$ cat src/source/datapath_defs.svh
`ifndef DATAPATH_DEFS_SVH
`define DATAPATH_DEFS_SVH

// bus and register width
`define DP_WIDTH 32

// general registers R0..R15
`define DP_REGS 16

// alu opcode width
`define DP_OPW 5

`endif

$ cat src/source/datapathPkg.sv
`include "datapath_defs.svh"

package datapathPkg;

    typedef logic [`DP_WIDTH-1:0] word_t;
    typedef logic [2*`DP_WIDTH-1:0] dword_t;   // Z register, mul product
    typedef logic [`DP_REGS-1:0] regMask_t;    // one bit per general register
    typedef logic [$clog2(`DP_REGS)-1:0] regIdx_t;

    // opcode field values, not is 01111 as in the instruction set
    typedef enum logic [`DP_OPW-1:0] {
        opAdd  = 5'b00011,
        opSub  = 5'b00100,
        opAnd  = 5'b00101,
        opOr   = 5'b00110,
        opShr  = 5'b00111,
        opShra = 5'b01000,
        opShl  = 5'b01001,
        opRor  = 5'b01010,
        opRol  = 5'b01011,
        opMul  = 5'b01100,
        opNeg  = 5'b01110,
        opNot  = 5'b01111
    } aluOp_t;

endpackage

$ cat src/source/busIf.sv
interface busIf;
    import datapathPkg::*;

    word_t bus;       // the shared bus
    word_t regData;   // selected general/special register
    word_t mdrData;
    word_t portData;
    dword_t zData;

    modport mux (
        output bus,
        input  regData, mdrData, portData, zData
    );

    modport regs (input bus, output regData);

    modport mem (input bus, output mdrData, portData);

    modport alu (input bus, output zData);

endinterface

$ cat src/source/busMux.sv
`include "datapath_defs.svh"

module busMux (
    input  logic                    clk,
    input  datapathPkg::regMask_t   regOut,
    input  logic                    pcOut,
    input  logic                    hiOut,
    input  logic                    loOut,
    input  logic                    mdrOut,
    input  logic                    inPortOut,
    input  logic                    zHighOut,
    input  logic                    zLowOut,
    output datapathPkg::word_t      busValue,
    busIf.mux                       bus
);
    import datapathPkg::*;

    logic regSel;
    logic [`DP_REGS+6:0] outEn;
    word_t value;

    assign regSel = (|regOut) | pcOut | hiOut | loOut;   // register bank owns these
    assign outEn  = {regOut, pcOut, hiOut, loOut, mdrOut, inPortOut, zHighOut, zLowOut};

    // OR of gated sources, zero when idle
    assign value = ({`DP_WIDTH{regSel}}    & bus.regData)
                 | ({`DP_WIDTH{mdrOut}}    & bus.mdrData)
                 | ({`DP_WIDTH{inPortOut}} & bus.portData)
                 | ({`DP_WIDTH{zHighOut}}  & bus.zData[2*`DP_WIDTH-1:`DP_WIDTH])
                 | ({`DP_WIDTH{zLowOut}}   & bus.zData[`DP_WIDTH-1:0]);

    assign bus.bus  = value;
    assign busValue = value;

    // checked once the enables are driven
    singleDriver: assert property (@(posedge clk) !$isunknown(outEn) |-> $onehot0(outEn));

endmodule

$ cat src/flat_wrapper.sv
// flat-port wrapper written by rule: the top's interface ports become plain ports
module busMux_flat import datapathPkg::*;
  (clk, regOut, pcOut, hiOut, loOut, mdrOut, inPortOut, zHighOut, zLowOut, busValue, bus_bus, bus_regData, bus_mdrData, bus_portData, bus_zData);
  busIf bus_i ();
  input  logic clk;
  input  datapathPkg::regMask_t regOut;
  input  logic pcOut;
  input  logic hiOut;
  input  logic loOut;
  input  logic mdrOut;
  input  logic inPortOut;
  input  logic zHighOut;
  input  logic zLowOut;
  output datapathPkg::word_t busValue;
  output wire logic [$bits(bus_i.bus)-1:0] bus_bus;
  input wire logic [$bits(bus_i.regData)-1:0] bus_regData;
  input wire logic [$bits(bus_i.mdrData)-1:0] bus_mdrData;
  input wire logic [$bits(bus_i.portData)-1:0] bus_portData;
  input wire logic [$bits(bus_i.zData)-1:0] bus_zData;
  assign bus_bus = bus_i.bus;
  assign bus_i.regData = bus_regData;
  assign bus_i.mdrData = bus_mdrData;
  assign bus_i.portData = bus_portData;
  assign bus_i.zData = bus_zData;
  busMux u_core (.clk(clk), .regOut(regOut), .pcOut(pcOut), .hiOut(hiOut), .loOut(loOut), .mdrOut(mdrOut), .inPortOut(inPortOut), .zHighOut(zHighOut), .zLowOut(zLowOut), .busValue(busValue), .bus(bus_i));
endmodule
$ cat config.mk
export PLATFORM = sky130hd
export DESIGN_NAME = busMux_flat
export DESIGN_NICKNAME = d
export VERILOG_FILES = /design/src/source/datapathPkg.sv /design/src/source/busIf.sv /design/src/source/busMux.sv /design/src/flat_wrapper.sv
export VERILOG_INCLUDE_DIRS = /design/src /design/src/source
export SDC_FILE = /design/constraint.sdc
export NUM_CORES = 1
export LEC_CHECK = 0
export ABC_AREA = 1
export ABC_CLOCK_PERIOD_IN_PS = 2700
export BUFFER_PORTS_ARGS = -buffer_cell sky130_fd_sc_hd__buf_2
export CORE_AREA = 2 2 95 97
export DETAILED_ROUTE_END_ITERATION = 8
export DIE_AREA = 0 0 97 99
export SLEW_MARGIN = 10
export SYNTH_ARGS = -nofsm -noshare
export SYNTH_HDL_FRONTEND = slang
export SYNTH_SLANG_ARGS = --single-unit
$ cat constraint.sdc
create_clock -name vclk -period 2.7
set_input_delay 0.27 -clock vclk [all_inputs]
set_output_delay 0.27 -clock vclk [all_outputs]
set_load 0.02 [all_outputs]
==> results.json <==
{
  "outcome": "finished clean",
  "vdd_drop_max_uv": 76.9,
  "totalWireLength_um": 6750,
  "seq_area_frac_synth_pct": 0,
  "worstPathRequired_ps": 2430,
  "core-area_um2": 8550,
  "hold_depth": 4,
  "place.gp.congestion": 0.753,
  "slew_headroom_pct": 52.5,
  "finalNetCount": 611,
  "worst_slew_pin_slew_ps": 712,
  "grt_pass1_vias": 2234,
  "ctsHoldBuffers": 0,
  "grt_antenna_before_repair": 0,
  "die_w_um": 97,
  "fmax_mhz": 556,
  "avgViaCountPerCell": 4.37,
  "ant_nets": 0,
  "hold_viol_final": 0,
  "cap_violations": 0,
  "postCtsSetupBuffers": 0,
  "fin_crit_ps": 1800,
  "gr-total-overflow": 0,
  "seq_cell_count": 0,
  "drv_slew": 0,
  "die-height_um": 99,
  "critPathKind": "in -> out",
  "syn-cell-area_um2": 1390,
  "synth.distinct_cells": 11,
  "finish.instance_area_um2": 2430,
  "netlist.area_leader.share_pct": 40.2,
  "dpl.cell_count": 533,
  "yosysTopAreaCell": "a22o_1",
  "first_iter_violations": 33,
  "vias": 2327,
  "rows": 34,
  "p_per_area_nw_per_um2": 180,
  "layout.area.seq_um2": 0,
  "hold_class": "in -> out",
  "yosysWarnings": 0,
  "fin_cells": 533,
  "grt_first_pass_wirelength_um": 10100,
  "dp_hpwl_um": 5460,
  "placed_area_um2": 2430,
  "fp.dieArea_um2": 9600,
  "syn_to_final_growth_pct": 74.4,
  "drc_errors": 0,
  "wire_per_inst_um": 12.7,
  "track_usage_pct": 12.4,
  "hp-start": "bus_regData[18]",
  "n_antenna_cell": 0,
  "path_max_fanout": 32,
  "design.portCount": 248,
  "layout-drive-gt1-share_pct": 63.5,
  "numPortBuffers": 247,
  "cellLeakagePower_nw": 1.43,
  "fin_crit_sh_pct": 66.6,
  "rsz0062_at_grt": "false",
  "initial_core_util_pct": 16.3,
  "setup_violations": 0,
  "startpoint_type": "input port",
  "cts_resized": 0,
  "drt_pass1_iterations": 4,
  "synthCells": 225,
  "hold_end": "bus_bus[18]",
  "clockBufferCount": 0,
  "grt_max_degree": 33,
  "synth.avg_cell_area_um2": 6.19,
  "cp_data_arrival_time_ps": 1530,
  "syn_nets": 409,
  "endpoint_kind": "output port",
  "synthTopCellsByArea": "a22o_1, buf_4, nand2_1, nor2_1, nand2_2",
  "finalSetupTns_ps": 0
}
[worst max-delay path by stage]
stage / cells past startpoint / from / endpoint
floorplan: 8 / regOut[2] / bus_bus[11]
global route: 8 / regOut[2] / busValue[23]
CTS: 8 / regOut[2] / bus_bus[23]
finish: 8 / regOut[2] / bus_bus[23]
detailed placement: 8 / regOut[2] / bus_bus[23]
global placement: 8 / regOut[11] / bus_bus[23]
[cells in the final DEF (no fill, tap or decap)]
master	count
a22o_1	64
and2_1	1
buf_2	247
inv_1	1
nand2_1	48
nand2_2	20
nand3_4	1
nor2_1	41
nor2_2	2
[cell type report]
class                           instances  area [um^2]
Fill cell                             981         6120
Inverter                                1         3.75
Multi-Input combinational cell        177         1060
Tap cell                              108          135
Timing Repair Buffer                  247         1240
[report_power, final]
group          internal (mW)  leakage [nW]  switching, mW  total [mW]
Clock                      0             0              0           0
Combinational          0.211          1.43          0.227       0.438
Sequential                 0             0              0           0
Total                  0.211          1.43          0.227       0.438
[per-layer routing]
layer / vias to the layer above / share of wire (%) / GRT usage (%)
li1: 1159 / - / -
met1: 1016 / 38 / 14.5
met2: 148 / 52 / 25.0
met3: 4 / 8.7 / 1.13
met4: 0 / 1.1 / 1.52
met5: - / 0 / 0
[Yosys cell counts]
cell      n
a22o_1   64
nand2_2  20
and2_1    1
nor2_1   41
buf_6     3
nand3_4   1
nor2_2    2
buf_4    32
nand2_1  48
buf_2    12
inv_1     1
[through the flow]
stage	power (mW)	hold WS, ps	setup slack [ps]	utilization, %
after CTS	0.440	866	876	28.4
after global routing	0.476	887	708	28.4
after global placement	0.435	864	919	28.4
after floorplan	0.268	674	1240	-
final	0.438	863	902	28.4
after detailed placement	0.439	867	883	28.4
[critical path: stages]
cell and delay [ps]:
buf_2 100, nor2_1 110, nand2_1 70, nor2_2 150, nand3_4 400, nand2_1 170
nand2_1 100, buf_2 170
[logic make-up (layout without fill, tap and decap cells)]
logic type / after synthesis / in the layout / synth area share, %
AND/OR/NAND/NOR: 113 / 113 / 35.5
AO/OA/AOI/OAI: 64 / 64 / 40.2
buffers and inverters: 48 / 248 / 24.2
(Power assumes the default switching activity.)
