File: config.mk
export PLATFORM = sky130hd
export DESIGN_NAME = registerBank_flat
export DESIGN_NICKNAME = d
export VERILOG_FILES = /design/src/source/datapathPkg.sv /design/src/source/busIf.sv /design/src/source/registerBank.sv /design/src/flat_wrapper.sv
export VERILOG_INCLUDE_DIRS = /design/src /design/src/source
export SDC_FILE = /design/constraint.sdc
export NUM_CORES = 1
export LEC_CHECK = 0
export BUFFER_PORTS_ARGS = -buffer_cell sky130_fd_sc_hd__buf_4
export CORE_AREA = 2 2 258 260
export CTS_CLUSTER_DIAMETER = 50
export DETAILED_ROUTE_END_ITERATION = 7
export DIE_AREA = 0 0 260 262
export PLACE_DENSITY_LB_ADDON = 0.08
export SYNTH_ARGS = -nofsm -noshare
export SYNTH_HDL_FRONTEND = slang
export SYNTH_SLANG_ARGS = --single-unit
File: constraint.sdc
create_clock -name clk -period 3.1 [get_ports clk]
set_input_delay 0.31 -clock clk [delete_from_list [all_inputs] [get_ports clk]]
set_output_delay 0.31 -clock clk [all_outputs]
set_load 0.01 [all_outputs]
File: src/source/datapath_defs.svh
`ifndef DATAPATH_DEFS_SVH
`define DATAPATH_DEFS_SVH

// bus and register width
`define DP_WIDTH 32

// general registers R0..R15
`define DP_REGS 16

// alu opcode width
`define DP_OPW 5

`endif

File: src/source/datapathPkg.sv
`include "datapath_defs.svh"

package datapathPkg;

    typedef logic [`DP_WIDTH-1:0] word_t;
    typedef logic [2*`DP_WIDTH-1:0] dword_t;   // Z register, mul product
    typedef logic [`DP_REGS-1:0] regMask_t;    // one bit per general register
    typedef logic [$clog2(`DP_REGS)-1:0] regIdx_t;

    // opcode field values, not is 01111 as in the instruction set
    typedef enum logic [`DP_OPW-1:0] {
        opAdd  = 5'b00011,
        opSub  = 5'b00100,
        opAnd  = 5'b00101,
        opOr   = 5'b00110,
        opShr  = 5'b00111,
        opShra = 5'b01000,
        opShl  = 5'b01001,
        opRor  = 5'b01010,
        opRol  = 5'b01011,
        opMul  = 5'b01100,
        opNeg  = 5'b01110,
        opNot  = 5'b01111
    } aluOp_t;

endpackage

File: src/source/busIf.sv
interface busIf;
    import datapathPkg::*;

    word_t bus;       // the shared bus
    word_t regData;   // selected general/special register
    word_t mdrData;
    word_t portData;
    dword_t zData;

    modport mux (
        output bus,
        input  regData, mdrData, portData, zData
    );

    modport regs (input bus, output regData);

    modport mem (input bus, output mdrData, portData);

    modport alu (input bus, output zData);

endinterface

File: src/source/registerBank.sv
`include "datapath_defs.svh"

module registerBank (
    input  logic                    clk,
    input  logic                    rst,
    input  datapathPkg::regMask_t   regIn,
    input  datapathPkg::regMask_t   regOut,
    input  logic                    pcIn,
    input  logic                    pcOut,
    input  logic                    incPc,
    input  logic                    irIn,
    input  logic                    hiIn,
    input  logic                    hiOut,
    input  logic                    loIn,
    input  logic                    loOut,
    output datapathPkg::word_t      irValue,
    busIf.regs                      bus
);
    import datapathPkg::*;

    word_t gpr [`DP_REGS];
    word_t pc;
    word_t ir;
    word_t hi;
    word_t lo;
    regIdx_t outIdx;

    always_ff @(posedge clk) begin
        if (rst) begin
            for (int i = 0; i < `DP_REGS; i++) begin
                gpr[i] <= '0;
            end
            pc <= '0;
            ir <= '0;
            hi <= '0;
            lo <= '0;
        end else begin
            for (int i = 0; i < `DP_REGS; i++) begin
                if (regIn[i]) begin
                    gpr[i] <= bus.bus;
                end
            end
            if (pcIn) begin
                pc <= bus.bus;
            end else if (incPc) begin
                pc <= pc + 1'b1;
            end
            if (irIn) ir <= bus.bus;
            if (hiIn) hi <= bus.bus;
            if (loIn) lo <= bus.bus;
        end
    end

    // index of the enabled general register
    always_comb begin
        outIdx = '0;
        for (int i = 0; i < `DP_REGS; i++) begin
            if (regOut[i]) begin
                outIdx = regIdx_t'(i);
            end
        end
    end

    always_comb begin
        if (|regOut)     bus.regData = gpr[outIdx];
        else if (pcOut)  bus.regData = pc;
        else if (hiOut)  bus.regData = hi;
        else if (loOut)  bus.regData = lo;
        else             bus.regData = '0;
    end

    assign irValue = ir;

    regOutOneHot: assert property (@(posedge clk) disable iff (rst) $onehot0(regOut));

    // increment and bus load would race on PC
    pcWriteExclusive: assert property (@(posedge clk) disable iff (rst) !(incPc && pcIn));

endmodule

File: src/flat_wrapper.sv
// flat-port wrapper written by rule: the top's interface ports become plain ports
module registerBank_flat import datapathPkg::*;
  (clk, rst, regIn, regOut, pcIn, pcOut, incPc, irIn, hiIn, hiOut, loIn, loOut, irValue, bus_bus, bus_regData);
  busIf bus_i ();
  input  logic clk;
  input  logic rst;
  input  datapathPkg::regMask_t regIn;
  input  datapathPkg::regMask_t regOut;
  input  logic pcIn;
  input  logic pcOut;
  input  logic incPc;
  input  logic irIn;
  input  logic hiIn;
  input  logic hiOut;
  input  logic loIn;
  input  logic loOut;
  output datapathPkg::word_t irValue;
  input wire logic [$bits(bus_i.bus)-1:0] bus_bus;
  output wire logic [$bits(bus_i.regData)-1:0] bus_regData;
  assign bus_i.bus = bus_bus;
  assign bus_regData = bus_i.regData;
  registerBank u_core (.clk(clk), .rst(rst), .regIn(regIn), .regOut(regOut), .pcIn(pcIn), .pcOut(pcOut), .incPc(incPc), .irIn(irIn), .hiIn(hiIn), .hiOut(hiOut), .loIn(loIn), .loOut(loOut), .irValue(irValue), .bus(bus_i));
endmodule
==> metrics.txt, run 1 <==
status completed; largest family of logic cells by synthesized area simple AND/OR/NAND/NOR gates; vias in the first global route 19859; fin worst setup slack 0.0971 ns; DRT iter0 DRCs 1626; Die Y 262 um; CP Capture Type output pin; Total GRT Usage 0.257; register area share after synthesis 0.631; fmax 333 MHz; hpwl dp 56400 um; Clk pwr share 0.430; Routed WL per cell 24.6 um; area of the core 0.0653 mm^2; Synth-to-Final Area Change 21.4%; Comb pwr share 0.099; post-synthesis xor/xnor area fraction 0.00894; Seq cells post-synth 640; vias post-DR 19758; post-synth top area share 0.541; Starting Density 0.435; Clock Sinks 640; switch share 0.237; Max IR drop VDD 0.480 mV; IO Count 138; Async S/R FF share, synth 0; CTS tree built; clock slew seen by the registers of the worst setup and hold paths 0.06 ns; share of post-route cells with drive strength above 1 0.183; crit path from regOut[9]; Die Width 260 um; Post-Synth Adder-Cell Area 0.000440; reg2reg setup slack 0.33 ns; Reg2Reg Launch Point u_core.pc[7]; Final Cycle Share 0.969; Power Dens Cells 630 mW/mm^2; Net Count, Synth 2445; Max FO, Critical Path 13; DRT Wirelength 86800 um; GRT overflow 0; slowest cell delay on critical path 0.43 ns; largest cells by area after synthesis edfxtp_1 54%, dfxtp_1 9.0%, and2_1 7.1%; Min-Delay Startpoint bus_bus[16]; Slew Limit Fails 0; initial antenna violation count 1; min-delay worst type in2reg; first-pass GRT wire length 129000 um; NumNets Final 2682; Synth Flop Type edfxtp_1; Setup CP Type in2out; Cell Int Power 16.6 mW; Finished Cell Area 0.0345 mm^2; Post-Synth Simple-Gate Area 0.190; mean number of vias per cell 5.59; largest net degree at the start of global routing 63; number of synthesized flops with an enable pin 512; # rows 94; Syn Area/Cell 12.0 um^2; Worst EP arrival 2.69 ns; min Tclk post-route 3.00 ns; Syn. warnings 0; final-report setup violation count 0; die area 0.0681 mm^2; DR pass1 iterations 5; Final Hold Viols 0; global placer's final weighted congestion 0.855; DRC viols 0; compound-gate portion of the synthesized area 0.0773; most frequent cell on the critical path buf_4; Slew headroom 0.135; slowest cell on the critical path nor4_1; startpoint types input port; Cell Area, Synth 0.0284 mm^2; Place WS -0.0371 ns; CP cell instances buf_4 -> nor4_1 -> buf_4 -> nand2_1 -> nor2_4 -> o211ai_2 -> buf_12 -> nor2_1 -> a311oi_1 -> buf_4 -> and4b_1 -> buf_4; Filler Cell Count 5627; Port Buffers 137; Num CTS Buffers 78; clk buf depth 3; Final Skew 0.0226 ns; RSZ-0062 raised after global routing no; Required @ worst endpoint 2.79 ns; latest clock arrival within the worst-skew pair 0.62 ns; measured slew at the worst slew-check pin 1.30 ns; maxcap violations 0; Post-Syn Instances 2370; multiplexer share of the synthesized area 0.0619; placed cell areas 0.0314 mm^2; final setup TNS 0 ns; root buffer cell clkbuf_16; commonest non-fill, non-tap cell in the layout edfxtp_1; H-tree lvl count 3; sequential share of power 0.471; P_sw 5.16 mW; Yosys cell types 74; leakage 13.2 nW; Routed Antenna Nets 0; most frequent cells in the layout 512 x edfxtp_1, 322 x and2_1, 277 x buf_4, 205 x nor2_1, 192 x nand2_1; cell taking the most area after synthesis edfxtp_1
## power by group through the flow
stage,combinational [mW],sequential [mW],clock [mW]
2_1_floorplan,1.10,10.4,0
3_3_place_gp,2.09,10.4,0
3_5_place_dp,2.11,10.4,0
4_1_cts,2.15,10.2,9.46
5_1_grt,2.32,10.3,9.81
6_report,2.15,10.2,9.34
## through the flow
stage	power (mW)	util	instances	hold slack [ns]
6_report	21.7	0.528	3534	0.0395
5_1_grt	22.4	0.528	3531	0.0458
4_1_cts	21.9	0.527	3530	0.00500
3_5_place_dp	12.5	0.482	3359	0.480
3_3_place_gp	12.5	0.482	3359	0.472
2_1_floorplan	11.4	-	2370	0.449
## worst paths after layout
| path | end | cells past startpoint |
|---|---|---|
| worst min-delay path | u_core.hi[16] | 3 |
| worst max register to register | u_core.pc[25] | 7 |
| worst max-delay path | bus_regData[11] | 12 |
| worst min register to register | u_core.lo[23] | 2 |
## cell usage after synthesis, types with 4 or more instances
master and count:
a2111oi_0 8, a211oi_1 11, a21o_1 8, a21oi_1 102
a221oi_1 10, a22o_1 8, a22oi_1 17, a311oi_1 4
a32oi_1 6, and2_1 322, and3_1 7, and4_1 9
and4b_1 8, buf_1 12, buf_2 33, buf_4 11
clkbuf_1 127, dfxtp_1 128, edfxtp_1 512, inv_1 16
mux2i_1 160, mux4_2 7, nand2_1 194, nand2b_1 5
nand3_1 62, nand3b_1 21, nand4_1 8, nor2_1 205
nor2_2 4, nor2b_1 38, nor3_1 51, nor3b_1 5
nor4_1 33, o211ai_1 16, o21a_1 7, o21ai_0 21
o221ai_1 37, o22a_1 8, o22ai_1 18, o31ai_1 4
or2_2 16, or3_1 17, xnor2_1 18, xor2_1 11
## state kept, by name (all words and copies together), names as in the netlist
name,cells
u_core.gpr,512
u_core.hi,32
u_core.irValue,32
u_core.lo,32
u_core.pc,32
## layout make-up
cell class | instances | area, um^2 | share of cell area
Sequential cell | 640 | 17900 | 0.520
Timing Repair Buffer | 341 | 3050 | 0.0885
Multi-Input combinational cell | 1530 | 9720 | 0.282
Clock buffer | 103 | 2180 | 0.0631
Antenna cell | 3 | 7.51 | 0.000218
Inverter | 16 | 60.1 | 0.00174
Tap cell | 864 | 1080 | 0.0313
Clock inverter | 37 | 455 | 0.0132
## kinds of logic after synthesis
kind of cell    count (synthesis)
xor+xnor                       29
fa+ha+maj                       1
flops                         640
mux                           167
compound gates                312
buf+inv                       200
simple gates                 1021
## critical path, delay by kind of cell
family | cells | cell delay [ns]
AOI/OAI and AO/OA | 2 | 0.22
buffers and inverters | 5 | 0.89
and+or+nand+nor | 5 | 1.25
## per-layer routing
metal,track usage,up-vias,share of wire
li1,-,9092,-
met1,0.341,10002,0.43
met2,0.440,544,0.49
met3,0.0379,118,0.050
met4,0.0706,2,0.022
met5,0,-,0.00015
## repair_timing
item | CTS | global route
endpoints found under the setup margin | 7 | 18
resized for setup | 6 | 15
endpoints found under the hold margin | 107 | 0
cloned | 0 | 1
pin swaps | 0 | 0
buffers inserted | 0 | 0
hold buffers | 31 | 0
Note: power is estimated with default switching activity, not from simulation.
==> run 2, diff against run 1 <==
- REMOVE_ABC_BUFFERS: not set -> 1
==> metrics.txt, run 2 (synthesized netlist as in run 1, its figures left out) <==
IO Count 138 (unchanged); Num CTS Buffers 79 (was 78); mean number of vias per cell 5.57 (was 5.59); hpwl dp 54800 um (was 56400 um); placed cell areas 0.0312 mm^2 (was 0.0314 mm^2); Synth-to-Final Area Change 20.3% (was 21.4%); DRT Wirelength 84700 um (was 86800 um); Antenna Cells 0 (was 3); CTS tree built (unchanged); Slew Limit Fails 0 (unchanged); slowest cell delay on critical path 0.60 ns (was 0.43 ns); Biggest register u_core.gpr (unchanged); CP Capture Type output pin (unchanged); Slew headroom 0.152 (was 0.135); startpoint types input port (unchanged); Finished Cell Area 0.0342 mm^2 (was 0.0345 mm^2); root buffer cell clkbuf_16 (unchanged); Starting Density 0.435 (unchanged); measured slew at the worst slew-check pin 1.27 ns (was 1.30 ns); Final Skew 0.0111 ns (was 0.0226 ns); latest clock arrival within the worst-skew pair 0.62 ns (about the same); die area 0.0681 mm^2 (unchanged); Max IR drop VDD 0.438 mV (was 0.480 mV); CP cell instances buf_4 -> nor2_2 -> o31ai_1 -> buf_4 -> o21ai_4 -> nand2_1 -> a2111oi_0 -> a22oi_1 -> o21ai_0 -> buf_4 (was buf_4 -> nor4_1 -> buf_4 -> nand2_1 -> nor2_4 -> o211ai_2 -> buf_12 -> nor2_1 -> a311oi_1 -> buf_4 -> and4b_1 -> buf_4); post-layout util 0.524 (was 0.528); first-pass GRT wire length 125000 um (was 129000 um); reg2reg setup slack 0.54 ns (was 0.33 ns); most frequent cell on the critical path buf_4 (unchanged); Final Cycle Share 0.979 (was 0.969); clk buf depth 3 (unchanged); H-tree lvl count 3 (unchanged); maxcap violations 0 (unchanged); # rows 94 (unchanged); DRT iter0 DRCs 1609 (was 1626); initial antenna violation count 2 (was 1); RSZ-0062 raised after global routing yes (was no); slowest cell on the critical path a2111oi_0 (was nor4_1); most frequent cells in the layout 512 x edfxtp_1, 322 x and2_1, 255 x buf_4, 204 x nor2_1, 194 x nand2_1 (was 512 x edfxtp_1, 322 x and2_1, 277 x buf_4, 205 x nor2_1, 192 x nand2_1); Total GRT Usage 0.249 (was 0.257); final setup TNS 0 ns (unchanged); Power Dens Cells 627 mW/mm^2 (was 630 mW/mm^2); min Tclk post-route 3.04 ns (was 3.00 ns); GRT overflow 0 (unchanged); commonest non-fill, non-tap cell in the layout edfxtp_1 (unchanged); Worst EP arrival 2.73 ns (was 2.69 ns); Die Y 262 um (unchanged); clock slew seen by the registers of the worst setup and hold paths 0.06 ns (about the same); vias post-DR 19536 (was 19758); Routed WL per cell 24.1 um (was 24.6 um); Max FO, Critical Path 8 (was 13); min-delay worst type in2reg (unchanged); leakage 13.1 nW (was 13.2 nW); Port Buffers 137 (unchanged); status completed (unchanged); Die Width 260 um (unchanged); Final Hold Viols 0 (unchanged); Clock Sinks 640 (unchanged); Required @ worst endpoint 2.79 ns (about the same); max FFs per register 512 (unchanged); area of the core 0.0653 mm^2 (unchanged); fmax 329 MHz (was 333 MHz); Routed Antenna Nets 0 (unchanged); share of post-route cells with drive strength above 1 0.178 (was 0.183); largest net degree at the start of global routing 74 (was 63); vias in the first global route 19351 (was 19859); DR pass1 iterations 7 (was 5); final-report setup violation count 0 (unchanged); Setup CP Type in2out (unchanged); NumNets Final 2656 (was 2682); global placer's final weighted congestion 0.873 (was 0.855); DRC viols 0 (unchanged)
run 2: cell types whose count changed in the layout (fill, tap and decap cells not counted), moves of 3 or more:
cell	change
diode_2	-3
clkinv_2	+7
bufinv_16	-5
o21ai_1	+3
buf_12	-5
o21ai_0	-3
inv_6	+3
buf_4	-22
a2111oi_0	-4
run 2: worst paths after layout:
path                                     from                 to  cells after the start
worst min register to register  u_core.hi[23]      u_core.hi[23]                      2
worst max register to register   u_core.pc[7]      u_core.pc[25]                      7
worst max-delay path               regOut[13]    bus_regData[16]                     10
worst min-delay path                 regIn[6]  u_core.gpr[6][20]                      2
run 2: power breakdown:
part / switching [mW] / internal, mW
clock network: 3.71 / 5.39
registers: 0.235 / 10.0
logic: 1.28 / 0.817
run 2: worst max-delay path: cells and delay by family:
family,cells,cell delay (ns)
AND/OR/NAND/NOR,2,0.52
AO/OA/AOI/OAI,5,1.39
buffers and inverters,3,0.50
run 2: layer usage:
metal / share of wire / global-route usage / vias to the layer above
met5: 0 / 0 / -
met4: 0.032 / 0.0961 / 0
met3: 0.056 / 0.0354 / 121
met2: 0.48 / 0.413 / 613
met1: 0.43 / 0.333 / 9769
li1: - / - / 9033
run 2: cell type report:
cell class                      count  area [um^2]
Clock buffer                      103         2200
Clock inverter                     41          369
Fill cell                        5686        31100
Inverter                           16         60.1
Multi-Input combinational cell   1530         9780
Sequential cell                   640        17900
Tap cell                          864         1080
Timing Repair Buffer              314         2760
run 2: timing repair:
action	4_1_cts	5_1_grt
setup endpoints to repair	8	15
hold buffers	32	0
buffers inserted	0	0
pin swaps	0	0
resized for setup	12	24
gates cloned	0	0
endpoints found under the hold margin	114	0
run 2: through the flow:
stage | setup slack (ns) | std cells | hold slack (ns) | power (mW)
2_1_floorplan | -1.09 | 2186 | 0.382 | 11.3
3_3_place_gp | -0.401 | 3332 | 0.472 | 12.4
3_5_place_dp | -0.312 | 3332 | 0.483 | 12.5
4_1_cts | 0.00328 | 3508 | 0.0852 | 21.6
5_1_grt | -0.0137 | 3508 | 0.102 | 22.1
6_report | 0.0650 | 3508 | 0.121 | 21.4
