$ cat config.mk
export PLATFORM = sky130hd
export DESIGN_NAME = memInterface_flat
export DESIGN_NICKNAME = d
export VERILOG_FILES = /design/src/source/datapathPkg.sv /design/src/source/busIf.sv /design/src/source/memInterface.sv /design/src/flat_wrapper.sv
export VERILOG_INCLUDE_DIRS = /design/src /design/src/source
export SDC_FILE = /design/constraint.sdc
export NUM_CORES = 1
export LEC_CHECK = 0
export BUFFER_PORTS_ARGS = -buffer_cell sky130_fd_sc_hd__buf_4
export CORE_MARGIN = 2
export CORE_UTILIZATION = 45
export DETAILED_ROUTE_END_ITERATION = 10
export PLACE_DENSITY_LB_ADDON = 0.05
export SETUP_SLACK_MARGIN = 0.05
export SYNTH_ARGS = -nofsm -noshare
export SYNTH_HDL_FRONTEND = slang
export SYNTH_SLANG_ARGS = --single-unit
$ cat constraint.sdc
create_clock -name clk -period 1.1 [get_ports clk]
set_input_delay 0.11 -clock clk [delete_from_list [all_inputs] [get_ports clk]]
set_output_delay 0.11 -clock clk [all_outputs]
set_load 0.005 [all_outputs]
$ cat src/source/datapath_defs.svh
`ifndef DATAPATH_DEFS_SVH
`define DATAPATH_DEFS_SVH

// bus and register width
`define DP_WIDTH 32

// general registers R0..R15
`define DP_REGS 16

// alu opcode width
`define DP_OPW 5

`endif

$ cat src/source/datapathPkg.sv
`include "datapath_defs.svh"

package datapathPkg;

    typedef logic [`DP_WIDTH-1:0] word_t;
    typedef logic [2*`DP_WIDTH-1:0] dword_t;   // Z register, mul product
    typedef logic [`DP_REGS-1:0] regMask_t;    // one bit per general register
    typedef logic [$clog2(`DP_REGS)-1:0] regIdx_t;

    // opcode field values, not is 01111 as in the instruction set
    typedef enum logic [`DP_OPW-1:0] {
        opAdd  = 5'b00011,
        opSub  = 5'b00100,
        opAnd  = 5'b00101,
        opOr   = 5'b00110,
        opShr  = 5'b00111,
        opShra = 5'b01000,
        opShl  = 5'b01001,
        opRor  = 5'b01010,
        opRol  = 5'b01011,
        opMul  = 5'b01100,
        opNeg  = 5'b01110,
        opNot  = 5'b01111
    } aluOp_t;

endpackage

$ cat src/source/busIf.sv
interface busIf;
    import datapathPkg::*;

    word_t bus;       // the shared bus
    word_t regData;   // selected general/special register
    word_t mdrData;
    word_t portData;
    dword_t zData;

    modport mux (
        output bus,
        input  regData, mdrData, portData, zData
    );

    modport regs (input bus, output regData);

    modport mem (input bus, output mdrData, portData);

    modport alu (input bus, output zData);

endinterface

$ cat src/source/memInterface.sv
module memInterface (
    input  logic                clk,
    input  logic                rst,
    input  logic                mdrIn,
    input  logic                read,
    input  logic                marIn,
    input  logic                inPortIn,
    input  datapathPkg::word_t  mdatain,
    input  datapathPkg::word_t  inPortData,
    output datapathPkg::word_t  marValue,
    busIf.mem                   bus
);
    import datapathPkg::*;

    word_t mdr;
    word_t mar;
    word_t inPort;

    always_ff @(posedge clk) begin
        if (rst) begin
            mdr    <= '0;
            mar    <= '0;
            inPort <= '0;
        end else begin
            if (mdrIn) begin
                mdr <= read ? mdatain : bus.bus;   // memory read or bus write-back
            end
            if (marIn) begin
                mar <= bus.bus;
            end
            if (inPortIn) begin
                inPort <= inPortData;
            end
        end
    end

    assign marValue     = mar;
    assign bus.mdrData  = mdr;
    assign bus.portData = inPort;

endmodule

$ cat src/flat_wrapper.sv
// flat-port wrapper written by rule: the top's interface ports become plain ports
module memInterface_flat import datapathPkg::*;
  (clk, rst, mdrIn, read, marIn, inPortIn, mdatain, inPortData, marValue, bus_bus, bus_mdrData, bus_portData);
  busIf bus_i ();
  input  logic clk;
  input  logic rst;
  input  logic mdrIn;
  input  logic read;
  input  logic marIn;
  input  logic inPortIn;
  input  datapathPkg::word_t mdatain;
  input  datapathPkg::word_t inPortData;
  output datapathPkg::word_t marValue;
  input wire logic [$bits(bus_i.bus)-1:0] bus_bus;
  output wire logic [$bits(bus_i.mdrData)-1:0] bus_mdrData;
  output wire logic [$bits(bus_i.portData)-1:0] bus_portData;
  assign bus_i.bus = bus_bus;
  assign bus_mdrData = bus_i.mdrData;
  assign bus_portData = bus_i.portData;
  memInterface u_core (.clk(clk), .rst(rst), .mdrIn(mdrIn), .read(read), .marIn(marIn), .inPortIn(inPortIn), .mdatain(mdatain), .inPortData(inPortData), .marValue(marValue), .bus(bus_i));
endmodule
==> results of run 1 <==
[flip-flops by register name, summed over array words and instances, names as in the netlist]
| name | flops |
|---|---|
| u_core.marValue | 32 |
| u_core.bus.mdrData | 32 |
| u_core.bus.portData | 32 |
[metrics by stage]
stage | setup TNS [ps] | instance area (µm²) | setup slack [ps] | std cells
detailed placement | -21.7 | 5210 | -21.7 | 629
finish | 0 | 5640 | 154 | 671
floorplan | 0 | 3690 | 305 | 350
CTS | 0 | 5640 | 141 | 671
global route | 0 | 5640 | 117 | 671
global placement | 0 | 5210 | 36.4 | 629
[per-layer routing]
layer	vias up	part of all wire [%]
li1	1621	-
met4	0	1.7
met1	1434	40
met5	-	0
met3	11	8.6
met2	123	50
[cell usage in the layout (no fill, tap or decap)]
| master | n |
|---|---|
| buf_4 | 199 |
| mux2i_1 | 96 |
| nor2_1 | 96 |
| dfxtp_1 | 96 |
| a211oi_1 | 32 |
| dlygate4sd3_1 | 26 |
| clkbuf_8 | 9 |
| buf_12 | 5 |
| clkinv_2 | 2 |
| clkinv_4 | 2 |
| inv_6 | 1 |
| clkinvlp_4 | 1 |
| clkbuf_1 | 1 |
[power groups by stage]
stage               Clock (mW)  Sequential (mW)  Combinational [mW]
global placement             0             3.88                1.26
finish                    2.02             3.82                1.35
global route              2.23             3.84                1.47
detailed placement           0             3.89                1.29
CTS                       2.08             3.82                1.36
floorplan                    0             3.91               0.544
[worst max-delay path by stage]
stage / end / slack [ps] / cells after the start
after detailed placement: u_core.bus.mdrData[21]$_SDFFE_PP0P_ / -20 / 3
final: bus_mdrData[21] / 150 / 1
after global placement: u_core.bus.mdrData[3]$_SDFFE_PP0P_ / 40 / 3
after floorplan: u_core.bus.portData[10]$_SDFFE_PP0P_ / 300 / 4
after CTS: bus_mdrData[21] / 140 / 1
after global routing: marValue[14] / 120 / 1
[cell type report]
| type | count | area (µm²) | area share, % |
|---|---|---|---|
| clock buffers | 10 | 128 | 2.26 |
| well taps | 105 | 131 | 2.33 |
| multi-input cells | 224 | 1560 | 27.7 |
| flip-flops and latches | 96 | 1920 | 34.1 |
| clock inverters | 6 | 43.8 | 0.776 |
| repair buffers | 230 | 1850 | 32.9 |
[cells by family after synthesis]
logic type             synth area share, %
muxes                                 26.0
AOI/OAI and AO/OA                     6.51
buffers and inverters                 5.66
and+or+nand+nor                       9.76
DFF                                   52.1
==> run metrics, run 1 <==
outcome=finished, final reports clean; DRC=0; initial core utilization=45.6%; post-layout util=69.7%; crit-path cells=buf_4; Max Clock Freq=1060 MHz; kind of critical path=flip-flop to primary output; Reg power frac=53.1%; min-delay worst type=input pin to flip-flop; CTS hold repair buffers=26; grt total ovfl=0; Yosys top cell by area=dfxtp_1; CTS sink cnt=96; area grow syn2layout=52.8%; Final nets=663; most common library cells after synthesis=dfxtp_1 (96), mux2i_1 (96), nor2_1 (96); post-synth top area share=52.1%; Post-CTS Setup Inserts=0; DP Wirelength=6710 µm; worst reg2reg endpoint=u_core.bus.mdrData[21]$_SDFFE_PP0P_; global-route usage over all layers=20.5%; Crit path max-delay family=flip-flops; Net Sw Frac=25.5%; RSZ-0062 raised after global routing=false; layout cells sized above 1=38.7%; fin crit share=86.0%; Crit path arrival time=840 ps; ys flop type=dfxtp_1; clock skew=0 ps; Hold Path Sink=u_core.marValue[24]$_SDFFE_PP0P_; CP bufs+invs=1; DRT antenna net count=0; met1 Use GR=23.6%; number of cells on the worst hold path=3; Fill cells=653; Routed wire per std cell=14.2 µm; met3 Use GR=5.91%; maxcap violations=0; Starting DRT DRC Count=93; syn_area_per_cell=10.5 µm²; hold_ws=7.68 ps; # IOs=198; post-route minimum period=946 ps; gpl congestion=0.785; Comb power frac=18.8%; CTS Buf Count=9; Cell Rows=33; Synth Net Count=452; largest net degree at the start of global routing=73; worst skew pair latency=340 ps; Root Buffer=clkbuf_8; busiest grt layer=met2; CP startpoint kind=flip-flop; P_sw=1.83 mW; Synth Register Bits=96; async set-reset flop share out of synthesis=0%; drt via density=4.75; WL final=9520 µm; PwrDens=1270 nW/µm²; CTS HTree Levels=3; synthesized area=3690 µm²; vias in the first global route=3055; Post-synth EDFFs=0; routing usage on met2=36.3%; wire length of the first global-routing pass=14400 µm; Syn Inst Count=350; initial antenna violation count=0; Pins Over Slew Limit=0; n_diodes=0; clock-pin slew on the worst setup and hold paths=90 ps; CP Capture Type=primary output; clock share of power=28.1%; Worst-Margin Slew=566 ps; sequential-to-total area share from yosys stat=52.1%; final number of setup-violating endpoints=0; Critical Path RT=990 ps; Crit Reg-Reg Startpoint=u_core.bus.mdrData[21]$_SDFFE_PP0P_; DR pass1 iterations=4; setup slack, reg-to-reg=370 ps; Overall Power=7.19 mW; post-cts sizing count=0; buffers added on ports=197; slowest stage delay, CP=370 ps; clock tree buffer depth=2; LEAKAGE=2.81 nW; Internal=5.35 mW; Peak VDD IR=0.849 mV; distinct cell type count after synthesis=9; relative slew slack=62.2%; Hold Crit Start=bus_bus[24]; Die Width=94.6 µm; via count=3189; Die Footprint=8950 µm²; CTS tree=yes; final hold violation count=0; Yosys warning count=0; Worst R2R Path Depth=2; critical path's slowest cell=dfxtp_1; Chip Height=94.6 µm; Core Region=8090 µm²; synth top area cells=dfxtp_1 (52%), mux2i_1 (26%), nor2_1 (9.8%); worst-path fanout max=2; Setup crit start=u_core.bus.mdrData[21]$_SDFFE_PP0P_
Note: power is estimated with default switching activity, not from simulation.
==> inputs of run 2 (changes only) <==
==> constraint.sdc (replaced) <==
create_clock -name clk -period 1.1 [get_ports clk]
set_input_delay 0.22 -clock clk [delete_from_list [all_inputs] [get_ports clk]]
set_output_delay 0.22 -clock clk [all_outputs]
set_load 0.005 [all_outputs]
==> run metrics, run 2 (synthesized netlist as in run 1, its figures left out) <==
outcome=finished, final reports clean; Cell Rows=33 (unchanged); dpl cell area=5260 µm² (+1.0%); total negative slack=0 ps (unchanged); DRT antenna net count=0 (unchanged); Critical Path RT=880 ps (-110 ps); Pins Over Slew Limit=0 (unchanged); # IOs=198 (unchanged); Max Clock Freq=978 MHz (-7.5%); Die Footprint=8950 µm² (unchanged); CTS sink cnt=96 (unchanged); CTS hold repair buffers=0 (-100%); Die Width=94.6 µm (unchanged); setup slack, reg-to-reg=360 ps (about the same); vias in the first global route=2862 (-6.3%); CP Capture Type=primary output; grt total ovfl=0 (unchanged); Crit path max-delay family=flip-flops; initial core utilization=45.6% (unchanged); clock-pin slew on the worst setup and hold paths=90 ps (about the same); DR pass1 iterations=4 (unchanged); largest net degree at the start of global routing=43 (-41%); worst skew pair latency=340 ps (about the same); Fill cells=601 (-8.0%); PwrDens=1250 nW/µm² (-1.7%); wire length of the first global-routing pass=13700 µm (-4.7%); n_diodes=0 (unchanged); Crit Reg-Reg Startpoint=u_core.bus.mdrData[29]$_SDFFE_PP0P_; kind of critical path=flip-flop to primary output; initial antenna violation count=0 (unchanged); fin crit share=93.0% (+7.0 points); WL final=9600 µm (+0.84%); Starting DRT DRC Count=78 (-16%); clock tree buffer depth=2 (unchanged); final number of setup-violating endpoints=0 (unchanged); post-route minimum period=1020 ps (+77.1 ps); CTS Buf Count=9 (unchanged); LEAKAGE=2.82 nW (+0.51%); number of cells on the worst hold path=3 (unchanged); DP Wirelength=6810 µm (+1.4%); most frequent cells in the layout=buf_4 (131), mux2i_1 (96), nor2_1 (96), dfxtp_2 (85), buf_6 (70); global-route usage over all layers=19.4% (-1.1 points); commonest non-fill, non-tap cell in the layout=buf_4; crit-path cells=buf_4; Worst R2R Path Depth=3 (+1); CTS tree=yes; Peak VDD IR=0.873 mV (+2.8%); Core Region=8090 µm² (unchanged); Root Buffer=clkbuf_8; area grow syn2layout=57.6%; Crit path arrival time=800 ps (-40 ps); RSZ-0062 raised after global routing=true; Routed wire per std cell=14.8 µm (+4.1%); CTS HTree Levels=3 (unchanged); drt via density=4.86 (+2.2%); relative slew slack=62.5% (+0.23 points); buffers added on ports=197 (unchanged); Hold Path Sink=u_core.bus.portData[23]$_SDFFE_PP0P_; DRC=0 (unchanged); CP startpoint kind=flip-flop; CP bufs+invs=1 (unchanged); layout cells sized above 1=56.5% (+18 points); cell count after placement=631 (+0.32%); Chip Height=94.6 µm (unchanged); Worst-Margin Slew=563 ps (-3.49 ps); min-delay worst type=input pin to flip-flop; worst reg2reg endpoint=u_core.bus.mdrData[29]$_SDFFE_PP0P_; gpl congestion=0.786 (+0.23%); Overall Power=7.28 mW (+1.4%); clock skew=0 ps (unchanged); final instance area=5820 µm² (+3.1%); Finished Layout Cells=650 (-3.1%); slowest stage delay, CP=330 ps (-40 ps); final hold violation count=0 (unchanged); Hold Crit Start=inPortData[23]; worst-path fanout max=2 (unchanged); critical path's slowest cell=dfxtp_2; Final nets=642 (-3.2%); maxcap violations=0 (unchanged); via count=3157 (-1.0%)
[run 2: cell types whose count changed in the layout (fill, tap and decap cells not counted), sizes merged]
| cell | previous run | this run |
|---|---|---|
| buf | 204 | 209 |
| clkbuf | 10 | 11 |
| clkinv | 4 | 3 |
| clkinvlp | 1 | 2 |
| dlygate4sd3 | 26 | 0 |
| inv | 1 | 0 |
[run 2: tightest hold or removal path, stage by stage]
cell	delay (ps)
buf_4	80
mux2i_1	50
nor2_1	70
[run 2: layout make-up]
cell class	instances	area, µm²	share of cell area (%)
clock inverters	5	33.8	0.581
repair buffers	209	1930	33.2
multi-input cells	224	1560	26.8
well taps	105	131	2.26
clock buffers	11	131	2.26
flip-flops and latches	96	2030	34.9
[run 2: how the worst max path moves through the flow]
| stage | startpoint | end | slack [ps] | depth (start not counted) |
|---|---|---|---|---|
| final | u_core.bus.mdrData[21]$_SDFFE_PP0P_ | bus_mdrData[21] | 80 | 1 |
| after floorplan | inPortIn | u_core.bus.portData[10]$_SDFFE_PP0P_ | 190 | 4 |
| after detailed placement | read | u_core.bus.mdrData[18]$_SDFFE_PP0P_ | -120 | 3 |
| after global routing | u_core.bus.mdrData[5]$_SDFFE_PP0P_ | bus_mdrData[5] | 40 | 1 |
| after global placement | read | u_core.bus.mdrData[3]$_SDFFE_PP0P_ | -70 | 3 |
| after CTS | u_core.bus.portData[25]$_SDFFE_PP0P_ | bus_portData[25] | 50 | 1 |
[run 2: stage by stage]
step	hold slack (ps)	setup WS, ps	utilization, %
2_1_floorplan	367	195	-
3_3_place_gp	455	-68.8	65.0
3_5_place_dp	466	-116	65.0
4_1_cts	90.0	50.4	67.1
5_1_grt	82.0	42.1	71.9
6_report	102	77.3	71.9
[run 2: metal layers]
metal	vias up	GRT usage [%]	routed length [µm]
met2	122	32.9	4790
met1	1446	23.1	3870
li1	1580	-	-
met4	0	5.43	104
met5	-	0	0
met3	9	7.18	835
[run 2: timing repair]
action	in CTS	in global routing
gates resized for setup	4	151
endpoints found under the setup margin	4	85
buffers inserted	0	3
[run 2: power breakdown]
group | internal (mW) | switching, mW
sequential | 3.74 | 0.143
clock | 0.821 | 1.17
combinational | 0.883 | 0.527
==> inputs of run 3 (changes only) <==
==> constraint.sdc (replaced) <==
create_clock -name clk -period 1.1 [get_ports clk]
set_input_delay 0.055 -clock clk [delete_from_list [all_inputs] [get_ports clk]]
set_output_delay 0.055 -clock clk [all_outputs]
set_load 0.005 [all_outputs]
==> run metrics, run 3 (synthesized netlist as in run 1, its figures left out) <==
Starting DRT DRC Count=51 (-35%); Die Footprint=8950 µm² (unchanged); Final nets=702 (+9.3%); LEAKAGE=2.98 nW (+5.5%); CTS sink cnt=96 (unchanged); kind of critical path=flip-flop to primary output; wire length of the first global-routing pass=15800 µm (+15%); DRT antenna net count=0 (unchanged); Cell Rows=33 (unchanged); DR pass1 iterations=4 (unchanged); Crit path arrival time=830 ps (+30 ps); gpl congestion=0.780 (-0.76%); final setup margin=219 ps (+142 ps); Chip Height=94.6 µm (unchanged); Pins Over Slew Limit=0 (unchanged); hold_ws=29.9 ps (-72.2 ps); most frequent cells in the layout=buf_4 (199), mux2i_1 (96), nor2_1 (96), dfxtp_1 (96), dlygate4sd3_1 (64); # IOs=198 (unchanged); grt total ovfl=0 (unchanged); initial core utilization=45.6% (unchanged); crit-path cells=buf_4; Root Buffer=clkbuf_8; Post-CTS Setup Inserts=0 (unchanged); fin crit share=80.1% (-13 points); relative slew slack=80.0% (+18 points); CTS tree=yes; initial antenna violation count=0 (unchanged); final hold violation count=0 (unchanged); n_diodes=0 (unchanged); Max Clock Freq=1130 MHz (+16%); DP Wirelength=6660 µm (-2.1%); total negative slack=0 ps (unchanged); cell count after placement=630 (-0.16%); buffers added on ports=197 (unchanged); CP startpoint kind=flip-flop; Finished Layout Cells=710 (+9.2%); post-route minimum period=881 ps (-142 ps); Overall Power=7.42 mW (+1.9%); CP Capture Type=primary output; min-delay worst type=input pin to flip-flop; vias in the first global route=3364 (+18%); maxcap violations=0 (unchanged); final instance area=6050 µm² (+4.0%); clock skew=0 ps (unchanged); Routed wire per std cell=14.5 µm (-1.9%); DRC=0 (unchanged); cell depth of the worst setup path=1 (unchanged); Worst R2R Path Depth=2 (-1); slowest stage delay, CP=360 ps (+30 ps); number of cells on the worst hold path=2 (-1); area grow syn2layout=63.9%; PwrDens=1230 nW/µm² (-2.0%); final number of setup-violating endpoints=0 (unchanged); Die Width=94.6 µm (unchanged); clock tree buffer depth=2 (unchanged); worst-path fanout max=2 (unchanged); Peak VDD IR=0.801 mV (-8.3%); layout cells sized above 1=36.4% (-20 points); Critical Path RT=1040 ps (+160 ps); dpl cell area=5230 µm² (-0.62%); drt via density=4.75 (-2.1%); pre-CTS setup slack=191 ps (+307 ps); largest net degree at the start of global routing=68 (+58%); Worst-Margin Slew=300 ps (-263 ps); commonest non-fill, non-tap cell in the layout=buf_4; Core Region=8090 µm² (unchanged); worst skew pair latency=350 ps (about the same); via count=3375 (+6.9%); RSZ-0062 raised after global routing=false; Crit path max-delay family=flip-flops; CP bufs+invs=1 (unchanged); outcome=finished, final reports clean; CTS HTree Levels=3 (unchanged); critical path's slowest cell=dfxtp_1; post-layout util=74.8% (+2.9 points); CTS Buf Count=9 (unchanged); WL final=10300 µm (+7.1%); clock-pin slew on the worst setup and hold paths=90 ps (about the same); global-route usage over all layers=22.5% (+3.1 points)
run 3: cell types whose count changed in the layout (fill, tap and decap cells not counted):
cell / previous run / this run
dfxtp_2: 85 / 0
buf_12: 8 / 6
clkbuf_8: 9 / 11
dlygate4sd3_1: 0 / 64
clkbuf_1: 2 / 1
buf_4: 131 / 199
clkinv_2: 2 / 1
dfxtp_1: 11 / 96
buf_6: 70 / 0
run 3: layer usage:
metal	track usage [%]	share of wire, %	wire length, µm	vias to the layer above
met5	0	0	0	-
met4	9.90	2.9	295	0
met3	7.02	8.9	913	24
met2	38.8	48	4960	131
met1	25.6	40	4110	1523
li1	-	-	-	1697
run 3: final cells by class:
| class | count | area, µm² |
|---|---|---|
| clock buffers | 12 | 155 |
| clock inverters | 4 | 28.8 |
| fillers | 578 | 2040 |
| multi-input cells | 224 | 1560 |
| flip-flops and latches | 96 | 1920 |
| well taps | 105 | 131 |
| repair buffers | 269 | 2250 |
run 3: power breakdown:
part / internal, mW / switching, mW
Combinational: 0.915 / 0.562
Clock: 0.948 / 1.18
Sequential: 3.70 / 0.119
Total: 5.56 / 1.86
run 3: final timing paths:
kind                                   startpoint                             endpoint  slack [ps]
max          u_core.bus.portData[16]$_SDFFE_PP0P_                     bus_portData[16]         220
max reg2reg   u_core.bus.mdrData[26]$_SDFFE_PP0P_  u_core.bus.mdrData[26]$_SDFFE_PP0P_         400
min                                         mdrIn   u_core.bus.mdrData[2]$_SDFFE_PP0P_          30
min reg2reg    u_core.bus.mdrData[1]$_SDFFE_PP0P_   u_core.bus.mdrData[1]$_SDFFE_PP0P_         490
run 3: what timing repair did:
action | 4_1_cts | 5_1_grt
hold buffers | 64 | 0
gates resized for setup | 0 | 0
hold endpoints to repair | 64 | 0
